[src/design/ddr_ctrl_pkg.sv]
`default_nettype none

package ddr_ctrl_pkg;

    // Geometry
    localparam int BANK_BITS = 3;
    localparam int ROW_BITS = 14;
    localparam int COL_BITS = 10;
    localparam int DATA_BITS = 16;
    localparam int BURST_LENGTH = 8;
    localparam int HALF_BURST_LENGTH = BURST_LENGTH / 2;  // Two beats per clock
    localparam int BYTE_SEL_BITS = 1;
    localparam int ADDRESS_BITS = BANK_BITS + ROW_BITS + COL_BITS + BYTE_SEL_BITS;
    localparam int BURST_BITS = BURST_LENGTH * DATA_BITS;
    localparam int DDR_ADDR_BITS = 15;

    // Timing in clocks
    localparam int T_RCD = 4;
    localparam int T_RP = 4;
    localparam int T_RFC = 20;
    localparam int T_REFI = 200;  // Scaled down for simulation
    localparam int CAS_READ_LATENCY = 5;
    localparam int CAS_WRITE_LATENCY = 5;
    localparam int WRITE_RECOVERY = 5;
    localparam int COUNTER_BITS = 8;
    localparam int REFRESH_COUNTER_BITS = $clog2(T_REFI);

    // Bits are CS, RAS, CAS, WE
    typedef enum logic [3:0] {
        CMD_NOP      = 4'b0111,
        CMD_ACTIVATE = 4'b0011,
        CMD_READ     = 4'b0101,
        CMD_WRITE    = 4'b0100,
        CMD_REFRESH  = 4'b0001
    } ddr_cmd_e;

    typedef enum logic [2:0] {
        BS_PRECHARGED,
        BS_ACTIVATE_ROW,
        BS_OP,
        BS_READ,
        BS_READ_END,
        BS_WRITE,
        BS_WRITE_END
    } bank_state_e;

endpackage

`default_nettype wire

[src/design/refresh_timer.sv]
`timescale 1ns/1ns
`default_nettype none

module refresh_timer
    import ddr_ctrl_pkg::*;
(
    input  logic ddr_clock_i,
    input  logic reset_i,
    input  logic refresh_taken_i,
    output logic refresh_pending_o
);

    logic [REFRESH_COUNTER_BITS-1:0] refresh_counter;

    // Period is exactly T_REFI clocks
    always_ff @(posedge ddr_clock_i) begin
        if (reset_i) begin
            refresh_counter <= REFRESH_COUNTER_BITS'(T_REFI - 1);
            refresh_pending_o <= 1'b0;
        end else if (refresh_counter == '0) begin
            refresh_counter <= REFRESH_COUNTER_BITS'(T_REFI - 1);
            refresh_pending_o <= 1'b1;  // New request wins over a late take
        end else begin
            refresh_counter <= refresh_counter - 1'b1;
            if (refresh_taken_i)
                refresh_pending_o <= 1'b0;
        end
    end

endmodule

`default_nettype wire

[src/design/bank_sequencer.sv]
`timescale 1ns/1ns
`default_nettype none

module bank_sequencer
    import ddr_ctrl_pkg::*;
(
    input  logic                     ddr_clock_i,
    input  logic                     reset_i,
    input  logic                     cmd_valid_i,
    input  logic                     cmd_write_i,
    input  logic [ADDRESS_BITS-1:0]  cmd_addr_i,
    input  logic                     refresh_pending_i,
    output logic                     cmd_ack_o,
    output logic                     refresh_taken_o,
    output logic                     load_write_o,
    output logic                     capture_read_o,
    output logic                     rsp_valid_o,
    output logic                     data_write_o,
    output logic                     data_transfer_o,
    output logic                     ddr3_ras_n_o,
    output logic                     ddr3_cas_n_o,
    output logic                     ddr3_we_n_o,
    output logic                     ddr3_cs_n_o,
    output logic [BANK_BITS-1:0]     ddr3_ba_o,
    output logic [DDR_ADDR_BITS-1:0] ddr3_addr_o
);

    bank_state_e bank_state;
    ddr_cmd_e ddr_cmd;
    logic [COUNTER_BITS-1:0] phase_counter;
    logic counter_zero;
    logic accept;
    logic [ADDRESS_BITS-1:0] op_addr;
    logic op_write;
    logic [BANK_BITS-1:0] op_bank;
    logic [ROW_BITS-1:0] op_row;
    logic [COL_BITS-1:0] op_col;

    assign op_bank = op_addr[ADDRESS_BITS-1 -: BANK_BITS];
    assign op_row = op_addr[BYTE_SEL_BITS+COL_BITS +: ROW_BITS];
    assign op_col = op_addr[BYTE_SEL_BITS +: COL_BITS];

    assign {ddr3_cs_n_o, ddr3_ras_n_o, ddr3_cas_n_o, ddr3_we_n_o} = ddr_cmd;

    assign accept = bank_state == BS_PRECHARGED && counter_zero && !refresh_pending_i
                    && cmd_valid_i;

    // One cycle ahead of the first data beat / after the last read beat
    assign load_write_o = bank_state == BS_WRITE && counter_zero;
    assign capture_read_o = bank_state == BS_READ_END && counter_zero;

    always_ff @(posedge ddr_clock_i) begin
        if (accept) begin
            op_addr <= cmd_addr_i;
            op_write <= cmd_write_i;
        end
    end

    always_ff @(posedge ddr_clock_i) begin
        if (reset_i) begin
            bank_state <= BS_PRECHARGED;
            phase_counter <= '0;
            counter_zero <= 1'b1;
            ddr_cmd <= CMD_NOP;
            ddr3_ba_o <= '0;
            ddr3_addr_o <= '0;
            cmd_ack_o <= 1'b0;
            refresh_taken_o <= 1'b0;
            rsp_valid_o <= 1'b0;
            data_write_o <= 1'b0;
            data_transfer_o <= 1'b0;
        end else begin
            ddr_cmd <= CMD_NOP;
            ddr3_ba_o <= '0;
            ddr3_addr_o <= '0;
            cmd_ack_o <= 1'b0;
            refresh_taken_o <= 1'b0;
            rsp_valid_o <= 1'b0;

            if (!counter_zero) begin
                phase_counter <= phase_counter - 1'b1;
                counter_zero <= phase_counter == COUNTER_BITS'(1);
            end else begin
                case (bank_state)
                    BS_PRECHARGED: begin
                        if (refresh_pending_i) begin  // Refresh beats user commands
                            ddr_cmd <= CMD_REFRESH;
                            refresh_taken_o <= 1'b1;
                            phase_counter <= COUNTER_BITS'(T_RFC);
                            counter_zero <= 1'b0;
                        end else if (accept) begin
                            cmd_ack_o <= 1'b1;
                            bank_state <= BS_ACTIVATE_ROW;
                        end
                    end
                    BS_ACTIVATE_ROW: begin
                        ddr_cmd <= CMD_ACTIVATE;
                        ddr3_ba_o <= op_bank;
                        ddr3_addr_o <= DDR_ADDR_BITS'(op_row);
                        bank_state <= BS_OP;
                        phase_counter <= COUNTER_BITS'(T_RCD);
                        counter_zero <= 1'b0;
                    end
                    BS_OP: begin
                        data_transfer_o <= 1'b1;
                        ddr3_ba_o <= op_bank;
                        ddr3_addr_o <= {{(DDR_ADDR_BITS-COL_BITS-1){1'b0}}, 1'b1, op_col};
                        counter_zero <= 1'b0;
                        if (op_write) begin
                            ddr_cmd <= CMD_WRITE;
                            bank_state <= BS_WRITE;
                            phase_counter <= COUNTER_BITS'(CAS_WRITE_LATENCY - 1);
                        end else begin
                            ddr_cmd <= CMD_READ;
                            bank_state <= BS_READ;
                            phase_counter <= COUNTER_BITS'(CAS_READ_LATENCY - 1);
                        end
                    end
                    BS_WRITE: begin
                        data_write_o <= 1'b1;
                        bank_state <= BS_WRITE_END;
                        phase_counter <= COUNTER_BITS'(HALF_BURST_LENGTH - 1);
                        counter_zero <= 1'b0;
                    end
                    BS_READ: begin
                        // Extra clock lets the last lane pair reach the shifter
                        bank_state <= BS_READ_END;
                        phase_counter <= COUNTER_BITS'(HALF_BURST_LENGTH);
                        counter_zero <= 1'b0;
                    end
                    BS_WRITE_END: begin
                        data_write_o <= 1'b0;
                        data_transfer_o <= 1'b0;
                        bank_state <= BS_PRECHARGED;
                        phase_counter <= COUNTER_BITS'(T_RP + WRITE_RECOVERY);
                        counter_zero <= 1'b0;
                    end
                    BS_READ_END: begin
                        data_transfer_o <= 1'b0;
                        rsp_valid_o <= 1'b1;
                        bank_state <= BS_PRECHARGED;
                        phase_counter <= COUNTER_BITS'(T_RP);
                        counter_zero <= 1'b0;
                    end
                    default: bank_state <= BS_PRECHARGED;
                endcase
            end
        end
    end

endmodule

`default_nettype wire

[src/design/burst_shifter.sv]
`timescale 1ns/1ns
`default_nettype none

module burst_shifter
    import ddr_ctrl_pkg::*;
(
    input  logic                  ddr_clock_i,
    input  logic                  reset_i,
    input  logic                  load_write_i,
    input  logic                  capture_read_i,
    input  logic [BURST_BITS-1:0] cmd_data_i,
    input  logic [DATA_BITS-1:0]  ddr3_dq_rise_i,
    input  logic [DATA_BITS-1:0]  ddr3_dq_fall_i,
    output logic [DATA_BITS-1:0]  ddr3_dq_rise_o,
    output logic [DATA_BITS-1:0]  ddr3_dq_fall_o,
    output logic [BURST_BITS-1:0] rsp_data_o
);

    // Even beats ride the rising lane, odd beats the falling lane
    logic [HALF_BURST_LENGTH*DATA_BITS-1:0] even_q, odd_q;
    logic [HALF_BURST_LENGTH*DATA_BITS-1:0] even_load, odd_load;
    logic [BURST_BITS-1:0] read_word;

    always_comb begin
        for (int i = 0; i < HALF_BURST_LENGTH; i++) begin
            even_load[i*DATA_BITS +: DATA_BITS] = cmd_data_i[2*i*DATA_BITS +: DATA_BITS];
            odd_load[i*DATA_BITS +: DATA_BITS] = cmd_data_i[(2*i+1)*DATA_BITS +: DATA_BITS];
            read_word[2*i*DATA_BITS +: DATA_BITS] = even_q[i*DATA_BITS +: DATA_BITS];
            read_word[(2*i+1)*DATA_BITS +: DATA_BITS] = odd_q[i*DATA_BITS +: DATA_BITS];
        end
    end

    always_ff @(posedge ddr_clock_i) begin
        if (reset_i) begin
            even_q <= '0;
            odd_q <= '0;
        end else if (load_write_i) begin
            even_q <= even_load;
            odd_q <= odd_load;
        end else begin
            // Shift toward the outputs, read lanes enter at the top
            even_q <= {ddr3_dq_rise_i, even_q[HALF_BURST_LENGTH*DATA_BITS-1:DATA_BITS]};
            odd_q <= {ddr3_dq_fall_i, odd_q[HALF_BURST_LENGTH*DATA_BITS-1:DATA_BITS]};
        end
    end

    always_ff @(posedge ddr_clock_i) begin
        if (capture_read_i)
            rsp_data_o <= read_word;  // Held until the next read
    end

    assign ddr3_dq_rise_o = even_q[DATA_BITS-1:0];
    assign ddr3_dq_fall_o = odd_q[DATA_BITS-1:0];

endmodule

`default_nettype wire

[src/design/ddr_ctrl_top.sv]
`timescale 1ns/1ns
`default_nettype none

module ddr_ctrl_top
    import ddr_ctrl_pkg::*;
(
    input  logic                     ddr_clock_i,
    input  logic                     reset_i,
    input  logic                     cmd_valid_i,
    input  logic [ADDRESS_BITS-1:0]  cmd_addr_i,
    input  logic                     cmd_write_i,
    input  logic [BURST_BITS-1:0]    cmd_data_i,
    output logic                     cmd_ack_o,
    output logic                     rsp_valid_o,
    output logic [BURST_BITS-1:0]    rsp_data_o,
    output logic                     ddr_reset_n_o,
    output logic                     ddr3_cke_o,
    output logic                     ddr3_odt_o,
    output logic                     ddr3_ras_n_o,
    output logic                     ddr3_cas_n_o,
    output logic                     ddr3_we_n_o,
    output logic                     ddr3_cs_n_o,
    output logic [BANK_BITS-1:0]     ddr3_ba_o,
    output logic [DDR_ADDR_BITS-1:0] ddr3_addr_o,
    output logic [DATA_BITS-1:0]     ddr3_dq_rise_o,
    output logic [DATA_BITS-1:0]     ddr3_dq_fall_o,
    input  logic [DATA_BITS-1:0]     ddr3_dq_rise_i,
    input  logic [DATA_BITS-1:0]     ddr3_dq_fall_i,
    output logic                     data_write_o,
    output logic                     data_transfer_o
);

    logic refresh_pending, refresh_taken;
    logic load_write, capture_read;

    assign ddr_reset_n_o = !reset_i;
    assign ddr3_cke_o = !reset_i;
    assign ddr3_odt_o = data_write_o;  // Termination on during write bursts

    refresh_timer i_refresh_timer (
        .ddr_clock_i       (ddr_clock_i),
        .reset_i           (reset_i),
        .refresh_taken_i   (refresh_taken),
        .refresh_pending_o (refresh_pending)
    );

    bank_sequencer i_bank_sequencer (
        .ddr_clock_i       (ddr_clock_i),
        .reset_i           (reset_i),
        .cmd_valid_i       (cmd_valid_i),
        .cmd_write_i       (cmd_write_i),
        .cmd_addr_i        (cmd_addr_i),
        .refresh_pending_i (refresh_pending),
        .cmd_ack_o         (cmd_ack_o),
        .refresh_taken_o   (refresh_taken),
        .load_write_o      (load_write),
        .capture_read_o    (capture_read),
        .rsp_valid_o       (rsp_valid_o),
        .data_write_o      (data_write_o),
        .data_transfer_o   (data_transfer_o),
        .ddr3_ras_n_o      (ddr3_ras_n_o),
        .ddr3_cas_n_o      (ddr3_cas_n_o),
        .ddr3_we_n_o       (ddr3_we_n_o),
        .ddr3_cs_n_o       (ddr3_cs_n_o),
        .ddr3_ba_o         (ddr3_ba_o),
        .ddr3_addr_o       (ddr3_addr_o)
    );

    burst_shifter i_burst_shifter (
        .ddr_clock_i    (ddr_clock_i),
        .reset_i        (reset_i),
        .load_write_i   (load_write),
        .capture_read_i (capture_read),
        .cmd_data_i     (cmd_data_i),
        .ddr3_dq_rise_i (ddr3_dq_rise_i),
        .ddr3_dq_fall_i (ddr3_dq_fall_i),
        .ddr3_dq_rise_o (ddr3_dq_rise_o),
        .ddr3_dq_fall_o (ddr3_dq_fall_o),
        .rsp_data_o     (rsp_data_o)
    );

endmodule

`default_nettype wire

[config.mk]
export PLATFORM = sky130hd
export DESIGN_NAME = ddr_ctrl_top
export DESIGN_NICKNAME = d
export VERILOG_FILES = /design/src/design/ddr_ctrl_pkg.sv /design/src/design/refresh_timer.sv /design/src/design/bank_sequencer.sv /design/src/design/burst_shifter.sv /design/src/design/ddr_ctrl_top.sv
export SDC_FILE = /design/constraint.sdc
export NUM_CORES = 1
export LEC_CHECK = 0
export ABC_AREA = 1
export BUFFER_PORTS_ARGS = -buffer_cell sky130_fd_sc_hd__buf_4
export CELL_PAD_IN_SITES_DETAIL_PLACEMENT = 1
export CELL_PAD_IN_SITES_GLOBAL_PLACEMENT = 1
export CORE_AREA = 5 5 208 210
export CTS_BUF_LIST = sky130_fd_sc_hd__clkbuf_4 sky130_fd_sc_hd__clkbuf_8 sky130_fd_sc_hd__clkbuf_16
export CTS_CLUSTER_SIZE = 10
export DETAILED_ROUTE_END_ITERATION = 10
export DIE_AREA = 0 0 213 215
export GPL_ROUTABILITY_DRIVEN = 1
export GPL_TIMING_DRIVEN = 1
export PLACE_DENSITY = 0.6
export SLEW_MARGIN = 10
export SYNTH_ARGS = -nofsm -noshare
export SYNTH_HDL_FRONTEND = slang
export SYNTH_SLANG_ARGS = --single-unit
[constraint.sdc]
create_clock -name ddr_clock_i -period 8.23 [get_ports ddr_clock_i]
set_input_delay 1.646 -clock ddr_clock_i [delete_from_list [all_inputs] [get_ports ddr_clock_i]]
set_output_delay 1.646 -clock ddr_clock_i [all_outputs]
set_load 0.02 [all_outputs]
==> results of run 1 <==
-- cell type report --
type | count | share of cell area
antenna | 1 | 0.000161
clock buffer | 57 | 0.0731
clock inverter | 7 | 0.00435
inverter | 28 | 0.00709
multi-input combinational | 572 | 0.161
sequential | 330 | 0.526
tap | 539 | 0.0434
timing repair buffer | 383 | 0.185
-- power groups by stage --
| stage | registers (mW) | clock network [mW] | logic [mW] |
|---|---|---|---|
| after floorplan | 2.32 | 0 | 0.538 |
| after global placement | 2.19 | 0 | 1.06 |
| after detailed placement | 2.19 | 0 | 1.07 |
| after CTS | 2.16 | 1.69 | 1.08 |
| after global routing | 2.19 | 1.76 | 1.16 |
| final | 2.16 | 1.63 | 1.05 |
-- kinds of logic (layout without fill, tap and decap cells) --
group                    Yosys count  after routing  synth area share
buffers and inverters            114            475            0.0617
flip-flops                       330            330             0.719
adder cells (fa/ha/maj)            4              4           0.00441
XOR/XNOR                           4              4           0.00308
AO/OA/AOI/OAI                    156            156            0.0699
other                              1              3          0.000330
AND/OR/NAND/NOR                  406            406             0.141
-- flip-flops by register name (all words and copies together), names as in the netlist, 3 cells and up --
register / flops
i_burst_shifter.odd_q: 64
i_bank_sequencer.ddr3_addr_o: 14
i_refresh_timer.refresh_counter: 8
i_bank_sequencer.op_addr: 27
i_burst_shifter.rsp_data_o: 128
i_bank_sequencer.ddr3_ba_o: 3
i_burst_shifter.even_q: 64
i_bank_sequencer.phase_counter: 8
i_bank_sequencer.ddr_cmd: 3
i_bank_sequencer.bank_state: 3
-- final timing paths --
check                                                     start                                             to  slack [ns]  cells past startpoint
setup / recovery                                        reset_i                                     ddr3_cke_o        4.10                      3
hold / removal    i_refresh_timer.refresh_counter[0]$_SDFF_PP1_  i_refresh_timer.refresh_counter[0]$_SDFF_PP1_        0.40                      1
setup reg to reg       i_bank_sequencer.counter_zero$_SDFF_PP1_          i_burst_shifter.even_q[16]$_SDFF_PP0_        5.08                      7
hold reg to reg   i_refresh_timer.refresh_counter[0]$_SDFF_PP1_  i_refresh_timer.refresh_counter[0]$_SDFF_PP1_        0.40                      1
-- placed cells by master, fill, tap and decap left out, types with 23 or more instances in the layout --
cell       netlist  layout
o21ai_1         60      60
inv_1           24      23
o21ai_0         78      78
nor2_1         301     299
edfxtp_1       156     156
dfxtp_1        174     174
nand2_1         66      66
nand3_1         24      24
clkbuf_16        0      40
buf_4           37     383
-- worst max-delay path: stages --
cell and delay (ns):
buf_4 0.16, inv_4 0.42, buf_4 0.25
-- per-stage QoR --
stage | cells | utilization | setup slack, ns | power (mW)
3_3_place_gp | 1852 | 0.346 | 4.07 | 3.24
6_report | 1917 | 0.375 | 4.10 | 4.84
4_1_cts | 1916 | 0.375 | 4.08 | 4.93
2_1_floorplan | 1016 | - | 1.63 | 2.85
3_5_place_dp | 1852 | 0.346 | 4.08 | 3.27
5_1_grt | 1917 | 0.375 | 4.02 | 5.11
-- layer usage --
metal,vias to the layer above,GRT usage,wire [um]
met4,2,0.0476,775
li1,4014,-,-
met3,54,0.0392,2450
met1,3928,0.191,15100
met5,-,0,20
met2,238,0.248,17200
==> flow_summary.ini, run 1 <==
[clock_tree]
clk_path_buf_depth = 3
cts-hold-fix-buffers = 0
cts_resized = 0
ctsHtreeMaxLevel = 2
cts_tree = done
cts_buffers = 40
cts.sinks = 330
clk_pin_slew_worst_paths_ns = 0.06
post_cts_buffers = 0
ctsRootBufferMaster = clkbuf_16
clock_latency_ns = 0.55

[logic_synthesis]
synth-seq-cells = 330
yosysMostFrequentCell = nor2_1
ys.flop_type = dfxtp_1
synth_edf_count = 156
avgSynthCellArea_sq_um = 11.2
synth_seq_area_share = 0.719
syn_inst = 1015
yosys_warnings = 0
synth_top_area_frac = 0.413
yosys.cell_types.count = 29
syn_area_sq_um = 11400
yosys-top-cells-count = nor2_1, dfxtp_1, edfxtp_1
synth_area_leader_cell = edfxtp_1
async_flop_share = 0
synth_area_leaders = edfxtp_1, dfxtp_1, nor2_1

[floorplan]
io_pins = 381
die_w_um = 213
core_area_sq_um = 41400
die-area_sq_um = 45800
initial_core_util = 0.274
die-height_um = 215
rows = 75

[sta]
drv_slew = 0
period_share = 0.502
fin_skew_ns = 0.0212
whs_ns = 0.403
setup_viol = 0
fin_tns_setup_ns = 0
rsz0062_at_grt = false
slew_headroom = 0.342
post-route-min-period_ns = 4.13
max_freq_ghz = 0.242
max_slew.worst_pin.slew_ns = 0.987
hold_violations = 0

[place]
gp_congestion = 0.756
dpl-instance-area_sq_um = 14300
portBuffers = 377
hpwlAfterDp_um = 24900

[setup_path]
critPathMaxFanout = 55
start_kind = input port
cp.required_ns = 6.58
cp-end-kind = output port
crit_type = in -> out
cp.arrival_ns = 2.48

[drt]
drc = 0
drt-pass1-iter-count = 6
routed_wl_um = 35600
via_per_inst = 4.30
num_vias = 8236
drt.antenna.violating_nets = 0
wl_per_cell_um = 18.6
drt_iter0_drc = 275

[cells_and_area]
area_growth_pct = 36.8
layout.area.seq_sq_um = 8170
drive_above_1_share = 0.333
nets = 1551
multi_input_area_sq_um = 2500
fill_cells = 4627
stdcell_area_sq_um = 15500

[pwr]
pwr-share-seq = 0.446
pwr-share-clk = 0.337
powerDensity_nw_per_um2 = 312
ir_drop_mv = 0.180
leakage_nw = 6.41
switching_share = 0.307
power.internal_mw = 3.36
power_frac_comb = 0.217
p_sw_mw = 1.48

[global_routing]
overflow = 0
grt_pass1_vias = 8612
antenna_found_initial = 3
grt_usage = 0.149
grt_pass1_wl_um = 53000
grt_max_degree = 87

[flow_run]
drv_cap = 0

[outcome]
status = complete, no violations

[min_path]
hold_class = reg -> reg
Power figures use the tool's default switching activity.
==> run 2: changes to the inputs <==
==> constraint.sdc (replaced) <==
create_clock -name ddr_clock_i -period 3.9 [get_ports ddr_clock_i]
set_input_delay 0.78 -clock ddr_clock_i [delete_from_list [all_inputs] [get_ports ddr_clock_i]]
set_output_delay 0.78 -clock ddr_clock_i [all_outputs]
set_load 0.02 [all_outputs]
==> run 2 against run 1 <==
Net effect: clock power rose by 120%; clock skew down 0.0063 ns; design area grew 1.1%; critical path depth unchanged; critical endpoint is now ddr_reset_n_o; via count is 0.95% higher; register-to-register slack got worse by 3.3 ns; hold slack lost 0.010 ns; global-route usage increased by 0.28 points.
==> flow_summary.ini, run 2 (synthesis gave the netlist of run 1 again) <==
[clock_tree]
cts.sinks = 330
post_cts_buffers = 0
ctsRootBufferMaster = clkbuf_16
cts_tree = done
cts-hold-fix-buffers = 0
cts_resized = 0
clk_path_buf_depth = 3
clock_latency_ns = 0.55
cts_buffers = 40
ctsHtreeMaxLevel = 2
clk_pin_slew_worst_paths_ns = 0.05

[setup_path]
r2r_start = i_bank_sequencer.bank_state[2]$_SDFFE_PP0P_
slowest_stage = inv_4
worstPathCellList = buf_4 > inv_4 > buf_4
critPathMaxFanout = 38
crit_top_cell = buf_4
cp.arrival_ns = 1.57
cp.required_ns = 3.12
startpoint = reset_i
start_kind = input port
crit_type = in -> out
cp-end-kind = output port
crit_path_max_incr_delay_ns = 0.37

[sta]
setup_viol = 0
max_slew.worst_pin.slew_ns = 0.875
hold_violations = 0
period_share = 0.601
slew_headroom = 0.417
fin_tns_setup_ns = 0
rsz0062_at_grt = false
post-route-min-period_ns = 2.35
fin_skew_ns = 0.0149
max_freq_ghz = 0.426
drv_slew = 0

[place]
gp_congestion = 0.788
dp_cells = 1858
hpwlAfterDp_um = 25400
portBuffers = 377

[outcome]
status = complete, no violations

[pwr]
leakage_nw = 6.51
switching_share = 0.303
p_sw_mw = 3.16
pwr-share-clk = 0.349
power_frac_comb = 0.216
pwr-share-seq = 0.435
power.internal_mw = 7.29
ir_drop_mv = 0.446
powerDensity_nw_per_um2 = 665

[drt]
wl_per_cell_um = 18.7
num_vias = 8314
routed_wl_um = 36100
drt_iter0_drc = 359
drc = 0
drt-pass1-iter-count = 4
via_per_inst = 4.30
drt.antenna.violating_nets = 0

[global_routing]
overflow = 0
grt_pass1_wl_um = 53500
grt_usage = 0.152
grt_max_degree = 129
antenna_found_initial = 6
grt_pass1_vias = 8678

[floorplan]
die-area_sq_um = 45800
core_area_sq_um = 41400
initial_core_util = 0.274
rows = 75
die-height_um = 215
io_pins = 381
die_w_um = 213

[flow_run]
drv_cap = 0

[cells_and_area]
regMostFlops = i_burst_shifter.rsp_data_o
drive_above_1_share = 0.341
nets = 1557
area_growth_pct = 38.4
fin_cells = 1932
final_common_cell = buf_4
largest_reg_flops = 128
layout_common_cells = buf_4, nor2_1, dfxtp_1, edfxtp_1, o21ai_0
reg_top3 = i_burst_shifter.rsp_data_o x128, i_burst_shifter.even_q x64, i_burst_shifter.odd_q x64

[min_path]
min-delay-start = i_refresh_timer.refresh_counter[0]$_SDFF_PP1_
hold_class = reg -> reg
[run 2: layout make-up]
type | instances | area (sq um)
fillers | 4610 | 25700
flip-flops and latches | 330 | 8170
repair buffers | 389 | 2950
multi-input cells | 572 | 2500
clock buffers | 68 | 1250
well taps | 539 | 674
inverters | 28 | 110
clock inverters | 4 | 53.8
diodes | 2 | 5.00
[run 2: per-layer routing]
metal	global-route usage	part of all wire	wire length, um	vias up
met5	0	0.00072	26	-
met4	0.0521	0.026	923	6
met3	0.0497	0.079	2870	65
met2	0.253	0.48	17400	241
met1	0.186	0.41	14900	3964
li1	-	-	-	4038
[run 2: final timing paths]
kind                                                        end  slack [ns]  depth (start not counted)
setup / recovery                                  ddr_reset_n_o        1.55                          3
hold / removal    i_refresh_timer.refresh_counter[0]$_SDFF_PP1_        0.39                          1
setup reg to reg           i_burst_shifter.odd_q[48]$_SDFF_PP0_        1.83                          7
hold reg to reg   i_refresh_timer.refresh_counter[0]$_SDFF_PP1_        0.39                          1
[run 2: through the flow]
step                instance area (sq um)  total power [mW]  hold slack (ns)  setup WS, ns   util
floorplan                           11400              5.97            0.366         0.894      -
global placement                    14400              6.88            0.374          1.50  0.348
detailed placement                  14400              6.92            0.381          1.51  0.348
CTS                                 15700              10.6            0.362          1.54  0.380
global route                        15700              11.0            0.366          1.49  0.380
finish                              15700              10.4            0.393          1.55  0.380
[run 2: worst max-delay path: cells and delay by family]
kind     cells  cell delay (ns)
buf+inv      3             0.77
[run 2: power groups by stage]
stage               Sequential (mW)  Combinational [mW]  Clock, mW
finish                         4.54                2.26       3.65
detailed placement             4.61                2.31          0
floorplan                      4.83                1.14          0
CTS                            4.55                2.32       3.77
global route                   4.60                2.50       3.92
global placement               4.59                2.28          0
==> run 3: changes to the inputs <==
==> constraint.sdc (replaced) <==
create_clock -name ddr_clock_i -period 2.4 [get_ports ddr_clock_i]
set_input_delay 0.48 -clock ddr_clock_i [delete_from_list [all_inputs] [get_ports ddr_clock_i]]
set_output_delay 0.48 -clock ddr_clock_i [all_outputs]
set_load 0.02 [all_outputs]
==> run 3 against run 2 <==
Net effect: global-route usage decreased by 0.14 points; count of clock-buffer cells in the layout grew 2; wire length fell by 0.54%; register-to-register slack worse by 1.3 ns; clock power rose by 60%.
==> flow_summary.ini, run 3 (synthesis gave the netlist of run 1 again) <==
[outcome]
status = complete, no violations

[cells_and_area]
drive_above_1_share = 0.346
stdcell_area_sq_um = 15800
final_core_util = 0.382
largest_reg_flops = 128
layout_common_cells = buf_4, nor2_1, dfxtp_1, edfxtp_1, o21ai_0
nets = 1564
final_common_cell = buf_4
reg_top3 = i_burst_shifter.rsp_data_o x128, i_burst_shifter.even_q x64, i_burst_shifter.odd_q x64
area_growth_pct = 39.2
regMostFlops = i_burst_shifter.rsp_data_o
fin_cells = 1943

[drt]
drt_iter0_drc = 376
wl_per_cell_um = 18.5
num_vias = 8306
wl_met2_um = 17300
via_per_inst = 4.27
drt.antenna.violating_nets = 0
dr.max_layer_used = met4
routed_wl_um = 35900
drt-pass1-iter-count = 6
drc = 0
route.met3.wl_um = 2880
wl_met1_um = 14800

[min_path]
hold_class = in -> reg

[floorplan]
core_area_sq_um = 41400
die-height_um = 215
io_pins = 381
die-area_sq_um = 45800
initial_core_util = 0.274
rows = 75
die_w_um = 213

[pwr]
power_frac_comb = 0.221
ir_drop_mv = 0.504
pwr-share-seq = 0.436
power.internal_mw = 11.9
p_sw_mw = 5.09
p_total_mw = 17.0
switching_share = 0.300
pwr-share-clk = 0.344
leakage_nw = 6.56
powerDensity_nw_per_um2 = 1070

[clock_tree]
clk_pin_slew_worst_paths_ns = 0.06
ctsRootBufferMaster = clkbuf_16
clk_path_buf_depth = 3
cts.sinks = 330
clock_latency_ns = 0.54
cts_tree = done
ctsHtreeMaxLevel = 2
post_cts_buffers = 0
cts-hold-fix-buffers = 0
cts_resized = 0
cts_buffers = 40

[global_routing]
antenna_found_initial = 4
grt_max_degree = 71
overflow = 0
grt_pass1_vias = 8748
grt_usage = 0.151
grt_pass1_wl_um = 53200

[sta]
post-route-min-period_ns = 1.87
slew_headroom = 0.608
max_freq_ghz = 0.534
fin_tns_setup_ns = 0
setup_viol = 0
setup_ws_ns = 0.529
whs_ns = 0.117
hold_violations = 0
fin_skew_ns = 0.0128
period_share = 0.780
drv_slew = 0
rsz0062_at_grt = false
max_slew.worst_pin.slew_ns = 0.587

[flow_run]
drv_cap = 0

[setup_path]
crit_type = reg -> reg
crit_path_max_incr_delay_ns = 0.57
cp-end-kind = flip-flop
crit_top_cell = nor2_1
start_kind = flip-flop
critPathMaxFanout = 30
slowest_stage = dfxtp_1
worstPathCellList = nand2_1 > inv_1 > nand2_4 > inv_4 > buf_4 > nor2_1 > nor2_1
cp.arrival_ns = 2.34
cp.required_ns = 2.87

[place]
hpwlAfterDp_um = 25800
dp_cells = 1865
dpl-instance-area_sq_um = 14500
portBuffers = 377
gp_congestion = 0.797
dp_slack_ns = 0.487
==> run 3: cell type report <==
cell class	instances	area [sq um]
Antenna cell	4	10.0
Clock buffer	70	1260
Clock inverter	4	27.5
Fill cell	4619	25600
Inverter	28	110
Multi-Input combinational cell	572	2510
Sequential cell	330	8170
Tap cell	539	674
Timing Repair Buffer	396	3050
==> run 3: worst max-delay path: cells and delay by family, from the launching register on <==
family        cells  cell delay, ns
buf+inv           3            0.78
flops             1            0.57
simple gates      4            0.41
==> run 3: path summary, 6_finish.rpt <==
kind,start,to,slack (ns),depth (start not counted)
max,i_bank_sequencer.bank_state[2]$_SDFFE_PP0P_,i_burst_shifter.odd_q[9]$_SDFF_PP0_,0.53,7
min reg2reg,i_refresh_timer.refresh_counter[0]$_SDFF_PP1_,i_refresh_timer.refresh_counter[0]$_SDFF_PP1_,0.39,1
min,cmd_addr_i[21],i_bank_sequencer.op_addr[21]$_DFFE_PP_,0.12,1
max reg2reg,i_bank_sequencer.bank_state[2]$_SDFFE_PP0P_,i_burst_shifter.odd_q[9]$_SDFF_PP0_,0.53,7
==> run 3: metal layers <==
| layer | GRT usage | vias up |
|---|---|---|
| met5 | 0 | - |
| met4 | 0.0514 | 0 |
| met3 | 0.0454 | 59 |
| met2 | 0.252 | 249 |
| met1 | 0.186 | 3944 |
| li1 | - | 4054 |
==> run 3: power by group through the flow <==
stage               sequential, mW  clock (mW)  combinational, mW
floorplan                     7.86           0               1.89
global placement              7.49           0               3.75
detailed placement            7.51           0               3.81
CTS                           7.40        6.05               3.83
global route                  7.49        6.29               4.12
finish                        7.40        5.83               3.75
